$ cat src/design/mipsCore_defs.svh
`ifndef MIPSCORE_DEFS_SVH
`define MIPSCORE_DEFS_SVH

// ======================================================================
// core dimensions
// ======================================================================

// width of every register, operand and result word
`define DATA_W 32

// number of architectural registers, register 0 is hardwired to zero
`define REG_N 32

// ======================================================================
// architectural register indices
// ======================================================================

// jal writes its return address here
`define LINK_REG 31

// syscall reports these two registers
`define V0_REG 2
`define A0_REG 4

`endif

$ cat src/design/mipsCorePkg.sv
package mipsCorePkg;

    // ==================================================================
    // instruction encodings
    // ==================================================================

    typedef enum logic [5:0] {
        OP_SPECIAL = 6'h00, OP_JAL  = 6'h03, OP_ADDI = 6'h08,
        OP_SLTI    = 6'h0a, OP_ANDI = 6'h0c, OP_ORI  = 6'h0d,
        OP_LUI     = 6'h0f
    } opcodeT;

    // funct field of the SPECIAL opcode
    typedef enum logic [5:0] {
        FN_SLL = 6'h00, FN_SRL = 6'h02, FN_SRA     = 6'h03,
        FN_JR  = 6'h08, FN_SYSCALL = 6'h0c,
        FN_ADD = 6'h20, FN_SUB = 6'h22, FN_AND     = 6'h24,
        FN_OR  = 6'h25, FN_SLT = 6'h2a
    } functT;

    // operation performed in the execute stage
    typedef enum logic [3:0] {
        ALU_ADD, ALU_SUB, ALU_AND, ALU_OR, ALU_SLT,
        ALU_SLL, ALU_SRL, ALU_SRA, ALU_LUI, ALU_PASS
    } aluOpT;

    // ==================================================================
    // instruction word, R-format and I-format views of the same bits
    // ==================================================================

    typedef union packed {
        struct packed {
            logic [5:0] opcode;
            logic [4:0] rs;
            logic [4:0] rt;
            logic [4:0] rd;
            logic [4:0] shamt;
            logic [5:0] funct;
        } r;
        struct packed {
            logic [5:0]  opcode;
            logic [4:0]  rs;
            logic [4:0]  rt;
            logic [15:0] imm;
        } i;
    } instrT;

endpackage

$ cat src/design/regFile.sv
`include "mipsCore_defs.svh"

module regFile (
    input  logic               clk,
    input  logic               arstN,
    input  logic [4:0]         rdAddrA,
    input  logic [4:0]         rdAddrB,
    output logic [`DATA_W-1:0] rdDataA,
    output logic [`DATA_W-1:0] rdDataB,
    output logic [`DATA_W-1:0] vData,
    output logic [`DATA_W-1:0] aData,
    input  logic               wrEn,
    input  logic [4:0]         wrAddr,
    input  logic [`DATA_W-1:0] wrData
);
    logic [`DATA_W-1:0] regs [`REG_N];

    // a read of the register being written returns the new value,
    // so an instruction two behind the writer sees its result
    function automatic logic [`DATA_W-1:0] readPort(input logic [4:0] addr);
        if (addr == 5'd0)
            readPort = '0;
        else if (wrEn && wrAddr == addr)
            readPort = wrData;
        else
            readPort = regs[addr];
    endfunction

    always_comb
    begin
        rdDataA = readPort(rdAddrA);
        rdDataB = readPort(rdAddrB);
        vData   = readPort(5'(`V0_REG));
        aData   = readPort(5'(`A0_REG));
    end

    always_ff @(posedge clk or negedge arstN)
    begin
        if (!arstN)
        begin
            for (int n = 0; n < `REG_N; n++)
                regs[n] <= '0;
        end
        else if (wrEn && wrAddr != 5'd0)
        begin
            regs[wrAddr] <= wrData;
        end
    end

endmodule

$ cat src/design/instrDecoder.sv
`include "mipsCore_defs.svh"

module instrDecoder (
    input  logic                instrValid,
    input  mipsCorePkg::instrT  instr,
    input  logic [`DATA_W-1:0]  pc,
    output logic [4:0]          rfAddrA,
    output logic [4:0]          rfAddrB,
    input  logic [`DATA_W-1:0]  rfDataA,
    input  logic [`DATA_W-1:0]  rfDataB,
    input  logic [`DATA_W-1:0]  rfV,
    input  logic [`DATA_W-1:0]  rfA,
    output logic                valid,
    output logic                regWrite,
    output mipsCorePkg::aluOpT  aluOp,
    output logic                aluSrc,
    output logic                regDst,
    output logic                jal,
    output logic                jr,
    output logic                sys,
    output logic [`DATA_W-1:0]  data1,
    output logic [`DATA_W-1:0]  data2,
    output logic [4:0]          rs,
    output logic [4:0]          rt,
    output logic [4:0]          rd,
    output logic [4:0]          shamt,
    output logic [`DATA_W-1:0]  imm,
    output logic [`DATA_W-1:0]  pcPlus4,
    output logic [`DATA_W-1:0]  regV,
    output logic [`DATA_W-1:0]  regA
);
    import mipsCorePkg::*;

    logic                supported;
    logic [`DATA_W-1:0]  immSext;
    logic [`DATA_W-1:0]  immZext;

    assign immSext = {{(`DATA_W-16){instr.i.imm[15]}}, instr.i.imm};
    assign immZext = {{(`DATA_W-16){1'b0}}, instr.i.imm};

    // operand fields and register reads do not depend on the opcode
    assign rfAddrA = instr.r.rs;
    assign rfAddrB = instr.i.rt;
    assign rs      = instr.r.rs;
    assign rt      = instr.i.rt;
    assign shamt   = instr.r.shamt;
    assign data1   = rfDataA;
    assign data2   = rfDataB;
    assign regV    = rfV;
    assign regA    = rfA;
    assign pcPlus4 = pc + `DATA_W'(4);
    assign valid   = instrValid && supported;

    always_comb
    begin
        supported = 1'b1;
        regWrite  = 1'b0;
        aluOp     = ALU_PASS;
        aluSrc    = 1'b0;
        regDst    = 1'b0;
        jal       = 1'b0;
        jr        = 1'b0;
        sys       = 1'b0;
        rd        = instr.r.rd;
        imm       = immZext;
        case (instr.i.opcode)
            OP_SPECIAL:
            begin
                regDst   = 1'b1;
                regWrite = 1'b1;
                case (instr.r.funct)
                    FN_ADD:     aluOp = ALU_ADD;
                    FN_SUB:     aluOp = ALU_SUB;
                    FN_AND:     aluOp = ALU_AND;
                    FN_OR:      aluOp = ALU_OR;
                    FN_SLT:     aluOp = ALU_SLT;
                    FN_SLL:     aluOp = ALU_SLL;
                    FN_SRL:     aluOp = ALU_SRL;
                    FN_SRA:     aluOp = ALU_SRA;
                    FN_JR:
                    begin
                        regWrite = 1'b0;
                        jr       = 1'b1;
                    end
                    FN_SYSCALL:
                    begin
                        regWrite = 1'b0;
                        sys      = 1'b1;
                    end
                    default:    supported = 1'b0;
                endcase
            end
            OP_ADDI, OP_SLTI, OP_ANDI, OP_ORI, OP_LUI:
            begin
                regWrite = 1'b1;
                aluSrc   = 1'b1;
                case (instr.i.opcode)
                    OP_ADDI: aluOp = ALU_ADD;
                    OP_SLTI: aluOp = ALU_SLT;
                    OP_ANDI: aluOp = ALU_AND;
                    OP_ORI:  aluOp = ALU_OR;
                    default: aluOp = ALU_LUI;
                endcase
                if (instr.i.opcode == OP_ADDI || instr.i.opcode == OP_SLTI)
                    imm = immSext;
            end
            // the link value is pc+4, passed through the ALU into $ra
            OP_JAL:
            begin
                regWrite = 1'b1;
                regDst   = 1'b1;
                jal      = 1'b1;
                rd       = 5'(`LINK_REG);
            end
            default: supported = 1'b0;
        endcase
    end

endmodule

$ cat src/design/decodeExecReg.sv
`include "mipsCore_defs.svh"

module decodeExecReg (
    input  logic                clk,
    input  logic                arstN,
    input  logic                flush,
    input  logic                valid,
    input  logic                regWrite,
    input  mipsCorePkg::aluOpT  aluOp,
    input  logic                aluSrc,
    input  logic                regDst,
    input  logic                jal,
    input  logic                jr,
    input  logic                sys,
    input  logic [`DATA_W-1:0]  data1,
    input  logic [`DATA_W-1:0]  data2,
    input  logic [4:0]          rs,
    input  logic [4:0]          rt,
    input  logic [4:0]          rd,
    input  logic [4:0]          shamt,
    input  logic [`DATA_W-1:0]  imm,
    input  logic [`DATA_W-1:0]  pcPlus4,
    input  logic [`DATA_W-1:0]  regV,
    input  logic [`DATA_W-1:0]  regA,
    output logic                validE,
    output logic                regWriteE,
    output mipsCorePkg::aluOpT  aluOpE,
    output logic                aluSrcE,
    output logic                regDstE,
    output logic                jalE,
    output logic                jrE,
    output logic                sysE,
    output logic [`DATA_W-1:0]  data1E,
    output logic [`DATA_W-1:0]  data2E,
    output logic [4:0]          rsE,
    output logic [4:0]          rtE,
    output logic [4:0]          rdE,
    output logic [4:0]          shamtE,
    output logic [`DATA_W-1:0]  immE,
    output logic [`DATA_W-1:0]  pcPlus4E,
    output logic [`DATA_W-1:0]  regVE,
    output logic [`DATA_W-1:0]  regAE
);
    import mipsCorePkg::*;

    // seven flags, four register indices, six data words and the operation
    localparam int opW    = $bits(aluOpT);
    localparam int stageW = 7 + 4 * 5 + 6 * `DATA_W + opW;

    logic [stageW-1:0] stageD;
    logic [stageW-1:0] stageQ;

    // an all-zero slot is a bubble, valid low and every field cleared
    assign stageD = flush ? '0 : {valid, regWrite, aluSrc, regDst, jal, jr, sys,
                                  rs, rt, rd, shamt,
                                  data1, data2, imm, pcPlus4, regV, regA, aluOp};

    always_ff @(posedge clk or negedge arstN)
    begin
        if (!arstN)
            stageQ <= '0;
        else
            stageQ <= stageD;
    end

    assign {validE, regWriteE, aluSrcE, regDstE, jalE, jrE, sysE,
            rsE, rtE, rdE, shamtE,
            data1E, data2E, immE, pcPlus4E, regVE, regAE} = stageQ[stageW-1:opW];
    assign aluOpE = aluOpT'(stageQ[opW-1:0]);

endmodule

$ cat src/design/execUnit.sv
`include "mipsCore_defs.svh"

module execUnit (
    input  logic                clk,
    input  logic                arstN,
    input  logic                validE,
    input  logic                regWriteE,
    input  mipsCorePkg::aluOpT  aluOpE,
    input  logic                aluSrcE,
    input  logic                regDstE,
    input  logic                jalE,
    input  logic                jrE,
    input  logic                sysE,
    input  logic [`DATA_W-1:0]  data1E,
    input  logic [`DATA_W-1:0]  data2E,
    input  logic [4:0]          rsE,
    input  logic [4:0]          rtE,
    input  logic [4:0]          rdE,
    input  logic [4:0]          shamtE,
    input  logic [`DATA_W-1:0]  immE,
    input  logic [`DATA_W-1:0]  pcPlus4E,
    input  logic [`DATA_W-1:0]  regVE,
    input  logic [`DATA_W-1:0]  regAE,
    output logic                resultValid,
    output logic [`DATA_W-1:0]  resultData,
    output logic [4:0]          resultReg,
    output logic                jumpValid,
    output logic [`DATA_W-1:0]  jumpTarget,
    output logic                sysValid,
    output logic [`DATA_W-1:0]  sysV,
    output logic [`DATA_W-1:0]  sysA
);
    import mipsCorePkg::*;

    logic [`DATA_W-1:0] fwdA, fwdB, fwdV, fwdArg;
    logic [`DATA_W-1:0] srcA, srcB, aluOut;
    logic [4:0]         destReg;

    // resultValid is never raised for register 0, so zero is never forwarded
    function automatic logic [`DATA_W-1:0] forward(input logic [4:0] idx,
                                                   input logic [`DATA_W-1:0] regVal);
        if (resultValid && resultReg == idx)
            forward = resultData;
        else
            forward = regVal;
    endfunction

    // ==================================================================
    // operand selection and ALU
    // ==================================================================

    always_comb
    begin
        fwdA   = forward(rsE, data1E);
        fwdB   = forward(rtE, data2E);
        fwdV   = forward(5'(`V0_REG), regVE);
        fwdArg = forward(5'(`A0_REG), regAE);
        srcA   = jalE ? pcPlus4E : fwdA;
        srcB   = aluSrcE ? immE : fwdB;
        case (aluOpE)
            ALU_ADD:  aluOut = srcA + srcB;
            ALU_SUB:  aluOut = srcA - srcB;
            ALU_AND:  aluOut = srcA & srcB;
            ALU_OR:   aluOut = srcA | srcB;
            ALU_SLT:  aluOut = {{(`DATA_W-1){1'b0}}, $signed(srcA) < $signed(srcB)};
            ALU_SLL:  aluOut = srcB << shamtE;
            ALU_SRL:  aluOut = srcB >> shamtE;
            ALU_SRA:  aluOut = $signed(srcB) >>> shamtE;
            ALU_LUI:  aluOut = {srcB[15:0], {(`DATA_W-16){1'b0}}};
            default:  aluOut = srcA;
        endcase
    end

    assign destReg = regDstE ? rdE : rtE;

    // ==================================================================
    // result, jump and syscall strobes
    // ==================================================================

    always_ff @(posedge clk or negedge arstN)
    begin
        if (!arstN)
        begin
            resultValid <= 1'b0;
            resultData  <= '0;
            resultReg   <= '0;
            jumpValid   <= 1'b0;
            jumpTarget  <= '0;
            sysValid    <= 1'b0;
            sysV        <= '0;
            sysA        <= '0;
        end
        else
        begin
            resultValid <= validE && regWriteE && destReg != 5'd0;
            resultData  <= aluOut;
            resultReg   <= destReg;
            jumpValid   <= validE && jrE;
            jumpTarget  <= fwdA;
            sysValid    <= validE && sysE;
            sysV        <= fwdV;
            sysA        <= fwdArg;
        end
    end

endmodule

$ cat src/design/mipsCore.sv
`include "mipsCore_defs.svh"

module mipsCore (
    input  logic                clk,
    input  logic                arstN,
    input  logic                instrValid,
    input  mipsCorePkg::instrT  instr,
    input  logic [`DATA_W-1:0]  pc,
    input  logic                flush,
    output logic                resultValid,
    output logic [`DATA_W-1:0]  resultData,
    output logic [4:0]          resultReg,
    output logic                jumpValid,
    output logic [`DATA_W-1:0]  jumpTarget,
    output logic                sysValid,
    output logic [`DATA_W-1:0]  sysV,
    output logic [`DATA_W-1:0]  sysA
);
    import mipsCorePkg::*;

    // register file read side
    logic [4:0]         rfAddrA, rfAddrB;
    logic [`DATA_W-1:0] rfDataA, rfDataB, rfV, rfA;

    // decode stage outputs
    logic               valid, regWrite, aluSrc, regDst, jal, jr, sys;
    aluOpT              aluOp;
    logic [4:0]         rs, rt, rd, shamt;
    logic [`DATA_W-1:0] data1, data2, imm, pcPlus4, regV, regA;

    // execute stage inputs
    logic               validE, regWriteE, aluSrcE, regDstE, jalE, jrE, sysE;
    aluOpT              aluOpE;
    logic [4:0]         rsE, rtE, rdE, shamtE;
    logic [`DATA_W-1:0] data1E, data2E, immE, pcPlus4E, regVE, regAE;

    // the result strobe doubles as the register file write port
    regFile uRegFile (
        .clk     (clk),
        .arstN   (arstN),
        .rdAddrA (rfAddrA),
        .rdAddrB (rfAddrB),
        .rdDataA (rfDataA),
        .rdDataB (rfDataB),
        .vData   (rfV),
        .aData   (rfA),
        .wrEn    (resultValid),
        .wrAddr  (resultReg),
        .wrData  (resultData)
    );

    instrDecoder uDecoder (.*);

    decodeExecReg uDecodeExec (.*);

    execUnit uExec (.*);

endmodule

$ cat config.mk
export PLATFORM = sky130hd
export DESIGN_NAME = mipsCore
export DESIGN_NICKNAME = d
export VERILOG_FILES = /design/src/design/mipsCorePkg.sv /design/src/design/regFile.sv /design/src/design/instrDecoder.sv /design/src/design/decodeExecReg.sv /design/src/design/execUnit.sv /design/src/design/mipsCore.sv
export VERILOG_INCLUDE_DIRS = /design/src /design/src/design
export SDC_FILE = /design/constraint.sdc
export NUM_CORES = 2
export LEC_CHECK = 0
export ABC_AREA = 1
export ABC_CLOCK_PERIOD_IN_PS = 5000
export CORE_ASPECT_RATIO = 1.75
export CORE_UTILIZATION = 40
export CTS_BUF_LIST = sky130_fd_sc_hd__clkbuf_2
export DETAILED_ROUTE_END_ITERATION = 10
export DONT_BUFFER_PORTS = 1
export GPL_TIMING_DRIVEN = 1
export MAX_ROUTING_LAYER = met4
export PLACE_DENSITY_LB_ADDON = 0.15
export SYNTH_ARGS = -nofsm -noshare
export SYNTH_HDL_FRONTEND = slang
export SYNTH_SLANG_ARGS = --single-unit
export TNS_END_PERCENT = 5
$ cat constraint.sdc
create_clock -name clk -period 5 [get_ports clk]
set_clock_uncertainty 0.15 [all_clocks]
set_input_delay 0.25 -clock clk [delete_from_list [all_inputs] [get_ports clk]]
set_output_delay 0.25 -clock clk [all_outputs]
set_load 0.05 [all_outputs]
==> impl_metrics.yaml <==
run_status:
  status: "finished with violations"
  violations: "negative hold slack, negative setup slack"
timing:
  tns_ps: -83.4
  setup_viol: 2
  slew_viol_final: 0
  hold_viol: 1
  rsz0062_at_grt: "true"
  fin_crit_sh_pct: 101
  max_slew.worst_pin.slew_ps: 1400
  whs_ps: -81.6
  maxSlewHeadroom_pct: 5.44
  setup_slack_ps: -48.2
  min_period_ps: 5050
  fmax_mhz: 198
floorplan:
  die-height_um: 582
  start_util_pct: 40.3
  boundaryPins: 204
  dieArea_um2: 194000
  die_w_um: 333
  num_rows: 212
  core-area_um2: 191000
setup_path:
  cp.buffers_inverters: 10
  cp.required_ps: 6370
  crit_path_max_fanout: 269
  critPathLaunch: "instr[16]"
  cpPeakStageDelay_ps: 700
  cp_cell_sequence: "dlygate4sd3_1 -> buf_16 -> buf_16 -> inv_8 -> buf_16 -> buf_12 -> a21oi_1 -> o21ai_0 -> nand3_1 -> nand3_1 -> dlygate4sd3_1 -> a21oi_1 -> dlygate4sd3_1 -> a31oi_1 -> dlygate4sd3_1 -> a31oi_1 -> dlygate4sd3_1"
  crit_top_cell: "dlygate4sd3_1"
  setup.worst_path.start_class: "input pin"
  worstPathArrival_ps: 6410
  cp_slowest_cell: "dlygate4sd3_1"
  endpoint_kind: "flop"
  timing.critical_path.max_delay_family: "buffers and inverters"
  r2r_start: "uRegFile.regs[735]"
  crit_type: "input pin to flop"
clocking:
  cts_inserted_buffers: 345
  clk_latency_ps: 1620
  clockBufferDepth: 4
  post_cts_buffers: 0
  root_buffer: "clkbuf_2"
  clock-sinks: 1363
  cts_tree: "built"
  path_clk_slew_ps: 120
  cts_max_level: 5
synth:
  ys.flop_type: "dfrtp_1"
  yosysTopAreaCell: "dfrtp_1"
  synthTopCellsByArea: "dfrtp_1 (44%), o21ai_0 (14%), nand2_1 (8.8%)"
  synth_seq_cells: 1363
  netlist_area_um2: 76900
  synth_cells: 10600
  ys_async_sr_fraction_pct: 100
  netlist.area_leader.share_pct: 44.4
  syn_nets: 10700
  syn_avg_cell_area_um2: 7.27
  yosys_warnings: 0
  synth-seq-area-share_pct: 44.4
  synth_edf_count: 0
  yosysUniqueCellTypes: 61
final_layout:
  postLayoutCoreUtil_pct: 46.9
  fin_nets: 11200
  drive_gt1_share_pct: 10.3
  area_delta_synth_final_pct: 16.2
  finalInstanceArea_um2: 89400
  finalNonFillerCells: 13700
global_routing:
  grt_overflow: 0
  track_usage_pct: 42.3
  grt_start_max_net_pins: 340
  antenna_found_initial: 40
  grt_pass1_wl_um: 575000
  grt_pass1_vias: 79700
placement:
  dp_cells: 12600
  place_area_um2: 80900
  gp_congestion: 1.02
  portBuffers: 0
  detailed_place_hpwl_um: 252000
drt:
  remaining_drc_errors: 0
  dr.first_iter.drc_count: 10300
  drt_first_pass_iters: 7
  via_per_inst: 6.06
  drt_wl_total_um: 408000
  vias: 83200
  wl_per_cell_um: 29.8
  final_antenna_net_count: 0
worst_hold_path:
  min-delay-path-class: "input pin to flop"
  min_from: "instr[17]"
flow_run:
  drv_cap: 0
power:
  leakagePower_nw: 40.7
  peakVddDrop_mv: 0.173
  power_w: 0.0257
  p_per_area_nw_per_um2: 288
-- cells in the final DEF (no fill, tap or decap), types with 67 or more instances in the layout --
master / instances
o21ai_0: 2201
nand2_1: 1801
dfrtp_1: 1361
a21oi_1: 1276
nand3_1: 804
nor2_1: 773
inv_1: 743
clkbuf_2: 481
dlygate4sd3_1: 460
buf_4: 419
ha_1: 97
clkinv_1: 86
o211ai_1: 82
o22ai_1: 67
-- kinds of logic (layout without fill, tap and decap cells) --
family / Yosys count / count (layout) / synth area share, %
flops: 1363 / 1363 / 44.4
buf+inv: 1685 / 2325 / 8.42
xor+xnor: 13 / 13 / 0.148
fa+ha+maj: 99 / 99 / 1.63
compound gates: 3821 / 3821 / 25.9
other cells: 0 / 39 / 0
simple gates: 3601 / 3601 / 19.5
-- synthesized netlist by cell type, types with 5 or more instances --
cell,count
a211oi_1,31
a21boi_0,5
a21o_1,6
a21oi_1,1278
a221oi_1,12
a311oi_1,10
a31oi_1,31
buf_1,74
buf_2,55
buf_4,10
buf_6,5
clkbuf_1,758
clkinv_1,13
dfrtp_1,1363
ha_1,97
inv_1,749
inv_2,18
nand2_1,1813
nand2_2,37
nand3_1,808
nand3_2,13
nand3b_1,5
nand4_1,52
nor2_1,796
nor3_1,43
nor4_1,9
o2111ai_1,6
o211ai_1,82
o21a_1,6
o21ai_0,2209
o21ai_1,12
o21bai_1,11
o221ai_1,32
o22ai_1,67
or2_2,11
xor2_1,11
-- layer usage --
metal | global-route usage [%] | up-vias | routed length [µm]
li1 | - | 36700 | -
met1 | 45.3 | 39800 | 139000
met2 | 66.8 | 5097 | 189000
met3 | 8.54 | 1639 | 37300
met4 | 36.7 | 0 | 42900
met5 | - | - | 0
-- registers in the layout, summed over array words and instances, names as in the netlist --
name                flops
uDecodeExec.stageQ    203
uExec.jumpTarget       32
uExec.jumpValid         1
uExec.resultData       32
uExec.resultReg         5
uExec.resultValid       1
uExec.sysA             32
uExec.sysV             32
uExec.sysValid          1
uRegFile.regs        1024
-- worst min-delay path, delay by kind of cell --
| kind | cells | cell delay (ps) |
|---|---|---|
| simple gates | 3 | 320 |
| compound gates | 4 | 420 |
| buf+inv | 1 | 520 |
-- area by class of cell --
class | count | area (µm²)
antenna | 39 | 97.6
multi-input combinational | 7534 | 36700
inverter | 783 | 2990
clock inverter | 104 | 509
fill | 19500 | 101000
tap | 2461 | 3080
timing repair buffer | 957 | 9510
clock buffer | 481 | 2410
sequential | 1363 | 34100
-- path summary, 6_finish.rpt --
path                                            to  slack (ps)  depth (start not counted)
max                        uDecodeExec.stageQ[139]         -50                         17
min                        uDecodeExec.stageQ[150]         -80                          8
max reg2reg                uDecodeExec.stageQ[163]         -40                         14
min reg2reg                    uRegFile.regs[1022]         250                          0
max in group asynchronous       uRegFile.regs[652]        1030                         10
min in group asynchronous  uDecodeExec.stageQ[206]         250                          5
-- power by group --
part           leakage, nW  internal [W]  switching (W)
Combinational         19.6       0.00178        0.00461
Sequential            18.8        0.0112       0.000249
Clock                 2.24       0.00273        0.00514
-- metrics by stage --
step	hold WS [ps]	setup slack, ps
after global placement	-189	-89.4
after CTS	6.80	3.09
after floorplan	-196	587
final	-81.6	-48.2
after global routing	-25.3	-95.7
after detailed placement	-192	-79.2
-- timing repair --
| action | CTS | global route |
|---|---|---|
| gates resized for setup | 1 | 19 |
| hold buffers | 476 | 10 |
| endpoints found under the setup margin | 2 | 24 |
| hold endpoints to repair | 1222 | 9 |
No activity file was read; power rests on OpenSTA's default activity.
